**src/verilog/eg_pkg.sv**
```systemverilog
// envelope generator package: widths, level limits, phase encoding, rate and step rules
`ifndef EG_PKG_SV
`define EG_PKG_SV

package eg_pkg;

	//////////////////////////////////////////////////
	// widths and limits
	//////////////////////////////////////////////////
	localparam int EG_W   = 10;	// attenuation, 0 = loudest
	localparam int RATE_W = 6;	// effective rate 0..63
	localparam int CNT_W  = 15;	// global envelope counter

	localparam logic [EG_W-1:0] EG_MAX = 10'd1023;	// silent

	// envelope phases, two bits so they fit the ring directly
	typedef enum logic [1:0] {
		PH_ATTACK  = 2'd0,
		PH_DECAY   = 2'd1,
		PH_SUSTAIN = 2'd2,
		PH_RELEASE = 2'd3
	} eg_phase_t;

	//////////////////////////////////////////////////
	// rate rules
	//////////////////////////////////////////////////

	// twice the base rate plus scaled keycode, rate 0 means frozen
	function automatic logic [RATE_W-1:0] eg_eff_rate(
		input logic [4:0] base,
		input logic [4:0] keycode,
		input logic [1:0] ks
	);
		logic [6:0] sum;	// up to 62 + 31
		if (base == 5'd0) begin
			return '0;
		end
		sum = {1'b0, base, 1'b0} + 7'(keycode >> (2'd3 - ks));
		return (sum > 7'd63) ? 6'd63 : sum[5:0];	// clamp
	endfunction

	// step allowed when the counter's low bits are all clear
	function automatic logic eg_step_due(
		input logic [RATE_W-1:0] rate,
		input logic [CNT_W-1:0]  cnt
	);
		int               nbits;
		logic [CNT_W-1:0] mask;
		nbits = 11 - int'(rate >> 2);
		if (nbits < 0) begin
			nbits = 0;	// fast rates step every sweep
		end
		mask = CNT_W'((32'd1 << nbits) - 32'd1);
		return (rate != '0) && ((cnt & mask) == '0);
	endfunction

endpackage

`endif

```
**src/verilog/eg_attenuate.sv**
```systemverilog
// stage III: total level added to the envelope, saturated and registered
module eg_attenuate (
	input  logic                    clk,
	input  logic                    reset,
	input  logic                    clk_en,
	input  logic                    zero_iii,
	input  logic [eg_pkg::EG_W-1:0] level_iii,
	input  logic [6:0]              tl_iii,
	output logic [eg_pkg::EG_W-1:0] eg_out,
	output logic                    out_zero
);

	logic [eg_pkg::EG_W:0]   sum;	// one spare bit for overflow
	logic [eg_pkg::EG_W-1:0] sat;

	//////////////////////////////////////////////////
	// tl scaling and clamp
	//////////////////////////////////////////////////

	// tl step is 8 level units
	assign sum = {1'b0, level_iii} + {1'b0, tl_iii, 3'd0};

	always_comb begin
		if (sum > {1'b0, eg_pkg::EG_MAX}) begin
			sat = eg_pkg::EG_MAX;	// clip at silence
		end else begin
			sat = sum[eg_pkg::EG_W-1:0];
		end
	end

	always_ff @(posedge clk) begin
		if (reset) begin
			eg_out   <= eg_pkg::EG_MAX;
			out_zero <= 1'b0;
		end else if (clk_en) begin
			eg_out   <= sat;
			out_zero <= zero_iii;	// marks slot 0 at the output
		end
	end

endmodule

```
**src/verilog/eg_counter.sv**
```systemverilog
// global envelope time base, one tick per full sweep of the slots
module eg_counter #(
	parameter int NUM_SLOTS = 6
) (
	input  logic                     clk,
	input  logic                     reset,
	input  logic                     clk_en,
	input  logic                     zero,
	output logic [eg_pkg::CNT_W-1:0] eg_cnt
);

	localparam int SLOT_W = (NUM_SLOTS > 1) ? $clog2(NUM_SLOTS) : 1;

	logic [SLOT_W-1:0] slot_pos;	// expected slot index this cycle
	logic              synced;	// first zero seen

	always_ff @(posedge clk) begin
		if (reset) begin
			eg_cnt   <= '0;
			slot_pos <= '0;
			synced   <= 1'b0;
		end else if (clk_en) begin
			if (zero) begin
				eg_cnt   <= eg_cnt + 1'b1;	// wraps at CNT_W
				slot_pos <= SLOT_W'(1);
				synced   <= 1'b1;
			end else if (slot_pos == SLOT_W'(NUM_SLOTS - 1)) begin
				slot_pos <= '0;
			end else begin
				slot_pos <= slot_pos + 1'b1;
			end
		end
	end

	// zero must come exactly on slot 0 of every sweep, never in between
	zero_period_chk: assert property (@(posedge clk) disable iff (reset)
		(clk_en && synced) |-> (zero == (slot_pos == '0)));

endmodule

```
**src/verilog/eg_phase_ctrl.sv**
```systemverilog
// stage I: key edges, phase transitions and base rate selection per slot
module eg_phase_ctrl (
	input  logic                    clk,
	input  logic                    reset,
	input  logic                    clk_en,
	input  logic                    keyon,
	input  logic                    last_keyon,
	input  eg_pkg::eg_phase_t       phase_in,
	input  logic [eg_pkg::EG_W-1:0] level_in,
	input  logic [4:0]              arate,
	input  logic [4:0]              d1rate,
	input  logic [4:0]              d2rate,
	input  logic [3:0]              rrate,
	input  logic [3:0]              sl,
	input  logic [4:0]              keycode,
	input  logic [1:0]              ks,
	input  logic [6:0]              tl,
	output eg_pkg::eg_phase_t       phase_ii,
	output logic [eg_pkg::EG_W-1:0] level_ii,
	output logic [4:0]              base_rate_ii,
	output logic [4:0]              keycode_ii,
	output logic [1:0]              ks_ii,
	output logic [6:0]              tl_ii,
	output logic                    pg_rst
);

	logic                    keyon_edge;
	logic                    keyoff_edge;
	logic [eg_pkg::EG_W-1:0] sl_level;
	eg_pkg::eg_phase_t       phase_new;
	logic [eg_pkg::EG_W-1:0] level_new;
	logic [4:0]              base_rate;

	assign keyon_edge  = keyon && !last_keyon;
	assign keyoff_edge = !keyon && last_keyon;

	// sl counts in steps of 32, top code means silent
	assign sl_level = (sl == 4'hf) ? eg_pkg::EG_MAX : {1'b0, sl, 5'd0};

	//////////////////////////////////////////////////
	// phase transition
	//////////////////////////////////////////////////
	always_comb begin
		phase_new = phase_in;
		level_new = level_in;
		if (keyon_edge) begin
			phase_new = eg_pkg::PH_ATTACK;
			if (arate == 5'd31) begin
				level_new = '0;	// instant attack
			end
		end else if (keyoff_edge) begin
			phase_new = eg_pkg::PH_RELEASE;
		end else begin
			case (phase_in)
				eg_pkg::PH_ATTACK: begin
					if (level_in == '0) phase_new = eg_pkg::PH_DECAY;
				end
				eg_pkg::PH_DECAY: begin
					if (level_in >= sl_level) phase_new = eg_pkg::PH_SUSTAIN;
				end
				default: ;	// sustain and release hold until a key edge
			endcase
		end
	end

	// rate for the phase this slot is entering
	always_comb begin
		case (phase_new)
			eg_pkg::PH_ATTACK:  base_rate = arate;
			eg_pkg::PH_DECAY:   base_rate = d1rate;
			eg_pkg::PH_SUSTAIN: base_rate = d2rate;
			default:            base_rate = {rrate, 1'b1};	// release, 2*rr+1
		endcase
	end

	//////////////////////////////////////////////////
	// stage II registers
	//////////////////////////////////////////////////
	always_ff @(posedge clk) begin
		if (reset) begin
			phase_ii     <= eg_pkg::PH_RELEASE;
			level_ii     <= eg_pkg::EG_MAX;
			base_rate_ii <= '0;	// no stepping
			keycode_ii   <= '0;
			ks_ii        <= '0;
			tl_ii        <= '0;
			pg_rst       <= 1'b0;
		end else if (clk_en) begin
			phase_ii     <= phase_new;
			level_ii     <= level_new;
			base_rate_ii <= base_rate;
			keycode_ii   <= keycode;
			ks_ii        <= ks;
			tl_ii        <= tl;
			pg_rst       <= keyon_edge;	// phase generator restarts with attack
		end
	end

endmodule

```
**src/verilog/eg_slot_ring.sv**
```systemverilog
// per-slot delay ring, shifts on clk_en, loads a fixed value on reset
module eg_slot_ring #(
	parameter int               WIDTH     = 1,
	parameter int               STAGES    = 6,
	parameter logic [WIDTH-1:0] RESET_VAL = '0
) (
	input  logic             clk,
	input  logic             reset,
	input  logic             clk_en,
	input  logic [WIDTH-1:0] din,
	output logic [WIDTH-1:0] dout
);

	logic [WIDTH-1:0] bank [STAGES];	// bank[0] newest

	//////////////////////////////////////////////////
	// shift chain
	//////////////////////////////////////////////////
	always_ff @(posedge clk) begin
		if (reset) begin
			// every slot starts from the same known value
			for (int i = 0; i < STAGES; i++) begin
				bank[i] <= RESET_VAL;
			end
		end else if (clk_en) begin
			bank[0] <= din;
			for (int i = 1; i < STAGES; i++) begin
				bank[i] <= bank[i-1];
			end
		end
	end

	assign dout = bank[STAGES-1];	// oldest word

	// a word comes back after STAGES clk_en cycles, unchanged
	//
	// used for phase, level and last keyon, each with its own depth
	// to line the returned value up with the slot now at stage I

endmodule

```
**src/verilog/eg_step.sv**
```systemverilog
// second pipeline stage that computes the key-scaled rate, the step decision and the new level
module eg_step (
	input  logic                     clk,
	input  logic                     reset,
	input  logic                     clk_en,
	input  eg_pkg::eg_phase_t        phase_ii,
	input  logic [eg_pkg::EG_W-1:0]  level_ii,
	input  logic [4:0]               base_rate_ii,
	input  logic [4:0]               keycode_ii,
	input  logic [1:0]               ks_ii,
	input  logic [6:0]               tl_ii,
	input  logic [eg_pkg::CNT_W-1:0] eg_cnt,
	output logic [eg_pkg::EG_W-1:0]  level_next,
	output eg_pkg::eg_phase_t        phase_next,
	output logic [eg_pkg::EG_W-1:0]  level_iii,
	output logic [6:0]               tl_iii
);

	logic [eg_pkg::RATE_W-1:0] eff_rate;
	logic                      step;
	logic [eg_pkg::EG_W-1:0]   att_dec;	// attack decrement
	logic [eg_pkg::EG_W-1:0]   att_level;
	logic [eg_pkg::EG_W-1:0]   rise_level;

	//////////////////////////////////////////////////
	// rate and step decision
	//////////////////////////////////////////////////
	assign eff_rate = eg_pkg::eg_eff_rate(base_rate_ii, keycode_ii, ks_ii);
	assign step     = eg_pkg::eg_step_due(eff_rate, eg_cnt);

	// attack is exponential with big jumps while quiet and small ones near 0
	assign att_dec = (level_ii >> 4) + 1'b1;

	always_comb begin
		if (level_ii > att_dec) begin
			att_level = level_ii - att_dec;
		end else begin
			att_level = '0;	// lands on 0 instead of wrapping
		end
	end

	// decay, sustain and release climb linearly toward silence
	assign rise_level = (level_ii == eg_pkg::EG_MAX) ? eg_pkg::EG_MAX
	                                                 : level_ii + 1'b1;

	//////////////////////////////////////////////////
	// level update
	//////////////////////////////////////////////////
	always_comb begin
		level_next = level_ii;
		if (step) begin
			if (phase_ii == eg_pkg::PH_ATTACK) begin
				level_next = att_level;
			end else begin
				level_next = rise_level;
			end
		end
	end

	// transitions happen in stage I on the next sweep
	assign phase_next = phase_ii;

	always_ff @(posedge clk) begin
		if (reset) begin
			level_iii <= eg_pkg::EG_MAX;
			tl_iii    <= '0;
		end else if (clk_en) begin
			level_iii <= level_next;
			tl_iii    <= tl_ii;
		end
	end

	// a zero base rate freezes the level whatever keycode and ks add
	level_frozen_chk: assert property (@(posedge clk) disable iff (reset)
		(clk_en && base_rate_ii == '0) |=> (level_iii == $past(level_ii)));

endmodule

```
**src/verilog/eg_top.sv**
```systemverilog
// envelope generator top: counter, per-slot rings and the three pipeline stages
module eg_top #(
	parameter int NUM_SLOTS = 6
) (
	input  logic                    clk,
	input  logic                    reset,
	input  logic                    clk_en,
	input  logic                    zero,
	input  logic                    keyon,
	input  logic [4:0]              arate,
	input  logic [4:0]              d1rate,
	input  logic [4:0]              d2rate,
	input  logic [3:0]              rrate,
	input  logic [3:0]              sl,
	input  logic [4:0]              keycode,
	input  logic [1:0]              ks,
	input  logic [6:0]              tl,
	output logic [eg_pkg::EG_W-1:0] eg_out,
	output logic                    out_zero,
	output logic                    pg_rst
);

	logic [eg_pkg::CNT_W-1:0] eg_cnt;
	logic                     last_keyon;
	logic [1:0]               phase_ring;
	eg_pkg::eg_phase_t        phase_in, phase_ii, phase_next;
	logic [eg_pkg::EG_W-1:0]  level_in, level_ii, level_next, level_iii;
	logic [4:0]               base_rate_ii, keycode_ii;
	logic [1:0]               ks_ii;
	logic [6:0]               tl_ii, tl_iii;
	logic                     zero_ii, zero_iii;

	eg_counter #(.NUM_SLOTS(NUM_SLOTS)) u_counter (
		.clk(clk), .reset(reset), .clk_en(clk_en), .zero(zero), .eg_cnt(eg_cnt));

	//////////////////////////////////////////////////
	// per-slot state rings
	//////////////////////////////////////////////////
	// keyon enters at stage I, phase and level return from stage II one edge later
	eg_slot_ring #(.WIDTH(1), .STAGES(NUM_SLOTS), .RESET_VAL(1'b0)) u_keyon_ring (
		.clk(clk), .reset(reset), .clk_en(clk_en), .din(keyon), .dout(last_keyon));

	eg_slot_ring #(.WIDTH(2), .STAGES(NUM_SLOTS - 1), .RESET_VAL(eg_pkg::PH_RELEASE))
	u_phase_ring (
		.clk(clk), .reset(reset), .clk_en(clk_en), .din(phase_next), .dout(phase_ring));

	assign phase_in = eg_pkg::eg_phase_t'(phase_ring);

	eg_slot_ring #(.WIDTH(eg_pkg::EG_W), .STAGES(NUM_SLOTS - 1), .RESET_VAL(eg_pkg::EG_MAX))
	u_level_ring (
		.clk(clk), .reset(reset), .clk_en(clk_en), .din(level_next), .dout(level_in));

	//////////////////////////////////////////////////
	// pipeline stages
	//////////////////////////////////////////////////
	eg_phase_ctrl u_phase_ctrl (
		.clk(clk), .reset(reset), .clk_en(clk_en), .keyon(keyon), .last_keyon(last_keyon),
		.phase_in(phase_in), .level_in(level_in), .arate(arate), .d1rate(d1rate),
		.d2rate(d2rate), .rrate(rrate), .sl(sl), .keycode(keycode), .ks(ks), .tl(tl),
		.phase_ii(phase_ii), .level_ii(level_ii), .base_rate_ii(base_rate_ii),
		.keycode_ii(keycode_ii), .ks_ii(ks_ii), .tl_ii(tl_ii), .pg_rst(pg_rst));

	eg_step u_step (
		.clk(clk), .reset(reset), .clk_en(clk_en), .phase_ii(phase_ii), .level_ii(level_ii),
		.base_rate_ii(base_rate_ii), .keycode_ii(keycode_ii), .ks_ii(ks_ii), .tl_ii(tl_ii),
		.eg_cnt(eg_cnt), .level_next(level_next), .phase_next(phase_next),
		.level_iii(level_iii), .tl_iii(tl_iii));

	// zero follows the slot data down to stage III
	always_ff @(posedge clk) begin
		if (reset) begin
			zero_ii  <= 1'b0;
			zero_iii <= 1'b0;
		end else if (clk_en) begin
			zero_ii  <= zero;
			zero_iii <= zero_ii;
		end
	end

	eg_attenuate u_attenuate (
		.clk(clk), .reset(reset), .clk_en(clk_en), .zero_iii(zero_iii),
		.level_iii(level_iii), .tl_iii(tl_iii), .eg_out(eg_out), .out_zero(out_zero));

endmodule
```
**config.mk**
```make
export PLATFORM = sky130hd
export DESIGN_NAME = eg_top
export DESIGN_NICKNAME = d
export VERILOG_FILES = /design/src/verilog/eg_pkg.sv /design/src/verilog/eg_attenuate.sv /design/src/verilog/eg_counter.sv /design/src/verilog/eg_phase_ctrl.sv /design/src/verilog/eg_slot_ring.sv /design/src/verilog/eg_step.sv /design/src/verilog/eg_top.sv
export SDC_FILE = /design/constraint.sdc
export NUM_CORES = 1
export LEC_CHECK = 0
export BUFFER_PORTS_ARGS = -buffer_cell sky130_fd_sc_hd__buf_4
export CORE_MARGIN = 5
export CORE_UTILIZATION = 35
export DETAILED_ROUTE_END_ITERATION = 10
export GPL_TIMING_DRIVEN = 0
export SYNTH_ARGS = -nofsm -noshare
export SYNTH_HDL_FRONTEND = slang
export SYNTH_SLANG_ARGS = --single-unit
```
**constraint.sdc**
```tcl
create_clock -name clk -period 5.83 [get_ports clk]
set_input_delay 1.749 -clock clk [delete_from_list [all_inputs] [get_ports clk]]
set_output_delay 1.749 -clock clk [all_outputs]
set_load 0.05 [all_outputs]
```
==> out/results.env <==
TRITONCTS='yes'
TRITONCTS.NUM_BUFFERS=17
WORST-PATH-MAX-FANOUT=10
HALF_PERIMETER_WIRE_LENGTH_OF_THE_DETAILED_PLACEMENT_RESULT_MM=13.23
VIAS_PER_CELL=5.142
GRTUSAGETOTAL_PCT=14.95
ANTENNA_CELLS=0
CP.BUFFERS_INVERTERS=2
POST_CTS_RESIZE_COUNT=0
TIMING.FINAL.CRIT_PERIOD_NS=5.355
FINALHOLDVIOLATIONS=0
CLOCK_TREE.HTREE_LEVEL_COUNT=4
WORST_SKEW_PAIR.LATE_LATENCY_NS=0.42
RR_ENDPOINT='u_level_ring.bank[0][7]$_SDFFCE_PN1P_'
CELL_WITH_THE_MOST_INSTANCES_AFTER_SYNTHESIS='sky130_fd_sc_hd__dfxtp_1'
WORST_SLEW_MARGIN_REL_PCT=15.36
DR.FIRST_ITER.DRC_COUNT=339
CP_DATA_ARRIVAL_TIME_NS=5.47
YS_ASYNC_RST_SHARE_PCT=0
HOLDPATHSTAGES=1
GRT_ANTENNA_BEFORE_REPAIR=0
LAYOUT_CELLS_SIZED_ABOVE_1_PCT=19.22
NUM_IO_PINS=54
SYNTH.CELL_AREA_UM2=7448
POST_CTS_BUFFERS=0
WORST_HOLD_STARTPOINT='u_step.level_iii[0]$_SDFFE_PP1P_'
UNREPAIRED_SETUP_ENDPOINTS_AFTER_GLOBAL_ROUTING='false'
REPORT.FINAL.SLEW_VIOL_COUNT=0
FLOORPLAN.DIE_AREA_UM2=24300
POST_DRT_WL_PER_CELL_UM=16.25
IR_DROP_WORST_VDD_uV=218.5
POST-ROUTE-UTIL_PCT=41.93
CLOCK_PIN_SLEW_REPORTED_FOR_THE_WORST_SETUP_AND_HOLD_PATHS_AFTER_CLOCK_TREE_SYNTHESIS_NS=0.06
LEAKAGE_POWER_nW=3.216
SINKS_ON_THE_CLOCK_NET=143
COUNT_OF_BUFFERS_FROM_PORT_BUFFERING=53
CRITICAL_PATH.MAX_STAGE_DELAY_NS=0.54
MAX-CLOCK-PATH-BUFFERS=2
DRC=0
AREA_DELTA_SYNTH_FINAL_PCT=18.34
SEQPWRFRAC_PCT=42.8
NETSWITCHINGPOWER_mW=0.6953
CRIT_PATH_FREQUENT_CELL='sky130_fd_sc_hd__ha_1'
FIRST_GLOBAL_VIAS=5457
SYNTH-EDFF-COUNT=66
CTS.ROOT.BUFFER_CELL='sky130_fd_sc_hd__clkbuf_16'
POWER.SHARE.SWITCHING_PCT=26.66
FINAL.SETUP.TNS_NS=0
HOLD_BUFFERS=0
WORSTSETUPPATHDEPTH=19
FMAXACHIEVABLE_GHz=0.1867
RUN_STATUS='finished, final reports clean'
POST_SYNTH_MAIN_AREA_CONTRIBUTORS='sky130_fd_sc_hd__edfxtp_1 27%, sky130_fd_sc_hd__dfxtp_1 21%, sky130_fd_sc_hd__ha_1 5.4%'
PERIOD_SHARE_PCT=91.86
INTERNAL_POWER_mW=1.912
TIMING.HOLD.WORST.CLASS='flip-flop to flip-flop'
CPMAXSTAGEDELAYCELL='sky130_fd_sc_hd__fa_1'
CRIT_FAMILY='compound AO/OA/AOI/OAI gates'
TIGHTEST_SLEW_NS=1.267
RESIDUAL_ANTENNA_VIOLATING_NET_COUNT_AFTER_DETAILED_ROUTING=0
FLOORPLAN.DIE.HEIGHT_UM=155.9
SYNTH_REGISTER_BITS=143
SYNTH-SEQ-AREA-SHARE_PCT=47.30
DESIGN.FINAL.NETS=886
NUMBER_OF_WARNINGS_REPORTED_IN_THE_YOSYS_SYNTHESIS_LOG=0
SETUP_VIOL=0
YOSYS.AREA.TOP_TYPE_SHARE_PCT=26.61
WORST-ENDPOINT-REQUIRED_NS=5.95
ROUTE.VIAS.TOTAL=5641
GRT_MAX_DEGREE=57
SYNTHTOPCELLSBYCOUNT='77 x sky130_fd_sc_hd__dfxtp_1, 71 x sky130_fd_sc_hd__nor2_1, 66 x sky130_fd_sc_hd__edfxtp_1'
WORST-SETUP-PATH-TYPE='flip-flop to flip-flop'
GLOBALPLACE.CONGESTION=0.8945
P_CLK_SHARE_PCT=41.1
TIMING.HOLD.WS_NS=0.4657
SYNTH_AREA_PER_CELL_UM2=10.12
STARTPOINT_CLASS_OF_THE_CRITICAL_PATH='flip-flop'
ROWS=53
TIMING.REG2REG.WORST_PATH_DEPTH=19
MAXCAPVIOLATIONS=0
INITIAL_CORE_UTILIZATION_PCT=35.43
SYN_NETS=813
POWERDENSITY_nW_PER_UM2=295.8
FINALCLOCKSKEW_NS=0.01045
SYNTH_CELL_TYPE_COUNT=72
R2R_START='u_phase_ctrl.ks_ii[1]$_SDFFE_PP0P_'
FIRST_PASS_GRT_WIRE_LENGTH_MM=28.62
FF2FF_SETUP_SLACK_NS=0.47
WL_MM=17.83
POST-SYNTH-TOP-AREA-CELL='sky130_fd_sc_hd__edfxtp_1'
YS.FLOP_TYPE='sky130_fd_sc_hd__dfxtp_1'
SYNTHCELLS=736
WORST_SETUP_PATH_END_KIND='flip-flop'
DIE_WIDTH_UM=155.9
CRIT_PATH_CELL_TRACE='clkbuf_1, mux2_2, nor2_1, a21oi_1, ha_1, fa_1, xor2_2, a221oi_1, o211ai_1, nor2_2, or2_2, ha_1, nor2b_1, a221o_1, a2111o_1, a211o_1, buf_6, o21ai_0, nand3_1'
GLOBALROUTEOVERFLOWTOTAL=0
AREA_OF_THE_PLACEABLE_CORE_UM2=21020
ENDPOINT_OF_THE_WORST_HOLD_PATH='u_attenuate.eg_out[0]$_SDFFE_PP1P_'
FILLERS=2045
DR.PASS1.ITERS=5
POWER_FRAC_COMB_PCT=16.1
## worst reg2reg max path, cell delays in order, from the launching register on
cell and delay [ns]:
sky130_fd_sc_hd__dfxtp_1 0.31, sky130_fd_sc_hd__clkbuf_1 0.27, sky130_fd_sc_hd__mux2_2 0.39, sky130_fd_sc_hd__nor2_1 0.09
sky130_fd_sc_hd__a21oi_1 0.08, sky130_fd_sc_hd__ha_1 0.30, sky130_fd_sc_hd__fa_1 0.54, sky130_fd_sc_hd__xor2_2 0.27
sky130_fd_sc_hd__a221oi_1 0.14, sky130_fd_sc_hd__o211ai_1 0.30, sky130_fd_sc_hd__nor2_2 0.07, sky130_fd_sc_hd__or2_2 0.28
sky130_fd_sc_hd__ha_1 0.28, sky130_fd_sc_hd__nor2b_1 0.04, sky130_fd_sc_hd__a221o_1 0.26, sky130_fd_sc_hd__a2111o_1 0.39
sky130_fd_sc_hd__a211o_1 0.41, sky130_fd_sc_hd__buf_6 0.20, sky130_fd_sc_hd__o21ai_0 0.26, sky130_fd_sc_hd__nand3_1 0.17
## registers in the layout (all words and copies together) (netlist names)
signal	count
u_level_ring.bank	50
u_counter.eg_cnt	15
u_attenuate.eg_out	10
u_phase_ctrl.level_ii	10
u_phase_ring.bank	10
u_step.level_iii	10
u_phase_ctrl.tl_ii	7
u_step.tl_iii	7
u_keyon_ring.bank	6
u_phase_ctrl.base_rate_ii	5
u_phase_ctrl.keycode_ii	5
u_phase_ctrl.ks_ii	2
u_phase_ctrl.phase_ii	2
u_attenuate.out_zero	1
u_phase_ctrl.pg_rst	1
zero_ii	1
zero_iii	1
## power by group through the flow
stage          clock [mW]  sequential [mW]  combinational [mW]
6_report             1.07             1.12               0.421
5_1_grt              1.14             1.12               0.463
4_1_cts              1.10             1.12               0.421
3_5_place_dp            0             1.14               0.418
3_3_place_gp            0             1.14               0.414
2_1_floorplan           0             1.15               0.280
## routing by layer
metal / global-route usage [%] / share of wire (%) / wire length [um] / up-vias
met5: 0 / 0 / 0 / -
met4: 4.919 / 1.4 / 258 / 0
met3: 3.745 / 5.2 / 926 / 18
met2: 22.87 / 45 / 7985 / 136
met1: 20.77 / 49 / 8657 / 2648
li1: - / - / - / 2839
## cells by family after synthesis
| logic type | count (synthesis) | synth area share (%) |
|---|---|---|
| mux | 41 | 5.527 |
| compound gates | 168 | 15.94 |
| buf+inv | 59 | 3.242 |
| xor+xnor | 28 | 3.393 |
| fa+ha+maj | 38 | 6.585 |
| simple gates | 259 | 18.01 |
| flops | 143 | 47.30 |
## worst max-delay path by stage
stage                                  startpoint                                     end  slack (ns)
2_1_floorplan  u_phase_ctrl.ks_ii[1]$_SDFFE_PP0P_   u_level_ring.bank[0][2]$_SDFFCE_PN1P_        1.24
3_3_place_gp                               clk_en  u_level_ring.bank[0][46]$_SDFFCE_PN1P_        0.15
3_5_place_dp   u_phase_ctrl.ks_ii[1]$_SDFFE_PP0P_   u_level_ring.bank[0][7]$_SDFFCE_PN1P_        0.54
4_1_cts        u_phase_ctrl.ks_ii[1]$_SDFFE_PP0P_   u_level_ring.bank[0][7]$_SDFFCE_PN1P_        0.50
5_1_grt        u_phase_ctrl.ks_ii[1]$_SDFFE_PP0P_   u_level_ring.bank[0][7]$_SDFFCE_PN1P_        0.19
6_report       u_phase_ctrl.ks_ii[1]$_SDFFE_PP0P_   u_level_ring.bank[0][7]$_SDFFCE_PN1P_        0.47
## metrics by stage
stage	cells	cell area, um2	worst slack, ns	power (mW)
final	1097	8815	0.4748	2.608
after global routing	1097	8815	0.1899	2.722
after CTS	1097	8815	0.4992	2.637
after detailed placement	1065	8222	0.5411	1.555
after global placement	1064	8190	0.1541	1.554
after floorplan	736	7448	1.239	1.431
## layout by cell type, fill, tap and decap left out, types with 6 or more instances in the layout
master and instances:
sky130_fd_sc_hd__edfxtp_1 66, sky130_fd_sc_hd__clkbuf_16 19, sky130_fd_sc_hd__nand2b_1 10, sky130_fd_sc_hd__or3_1 7
sky130_fd_sc_hd__nor2b_1 7, sky130_fd_sc_hd__nand3_1 19, sky130_fd_sc_hd__o21ai_0 33, sky130_fd_sc_hd__nand2_1 36
sky130_fd_sc_hd__a21oi_1 34, sky130_fd_sc_hd__a21o_1 8, sky130_fd_sc_hd__a221o_1 11, sky130_fd_sc_hd__o22a_1 11
sky130_fd_sc_hd__xnor2_1 14, sky130_fd_sc_hd__mux2i_1 40, sky130_fd_sc_hd__buf_4 53, sky130_fd_sc_hd__a31oi_1 9
sky130_fd_sc_hd__clkbuf_1 25, sky130_fd_sc_hd__and2_1 7, sky130_fd_sc_hd__nor2_1 71, sky130_fd_sc_hd__o21a_1 6
sky130_fd_sc_hd__xor2_1 13, sky130_fd_sc_hd__ha_1 32, sky130_fd_sc_hd__dfxtp_1 77, sky130_fd_sc_hd__inv_1 23
sky130_fd_sc_hd__nor3_1 16, sky130_fd_sc_hd__or2_2 55
## area by class of cell
cell class                      instances  area [um2]  area share [%]
Clock inverter                         11       100.1           1.136
Sequential cell                       143        3523           39.97
Timing Repair Buffer                   54       425.4           4.826
Inverter                               24       90.09           1.022
Buffer                                 35       155.1           1.760
Clock buffer                           21       493.0           5.593
Multi-Input combinational cell        534        3684           41.79
Tap cell                              275       344.1           3.903
(Power assumes the default switching activity.)
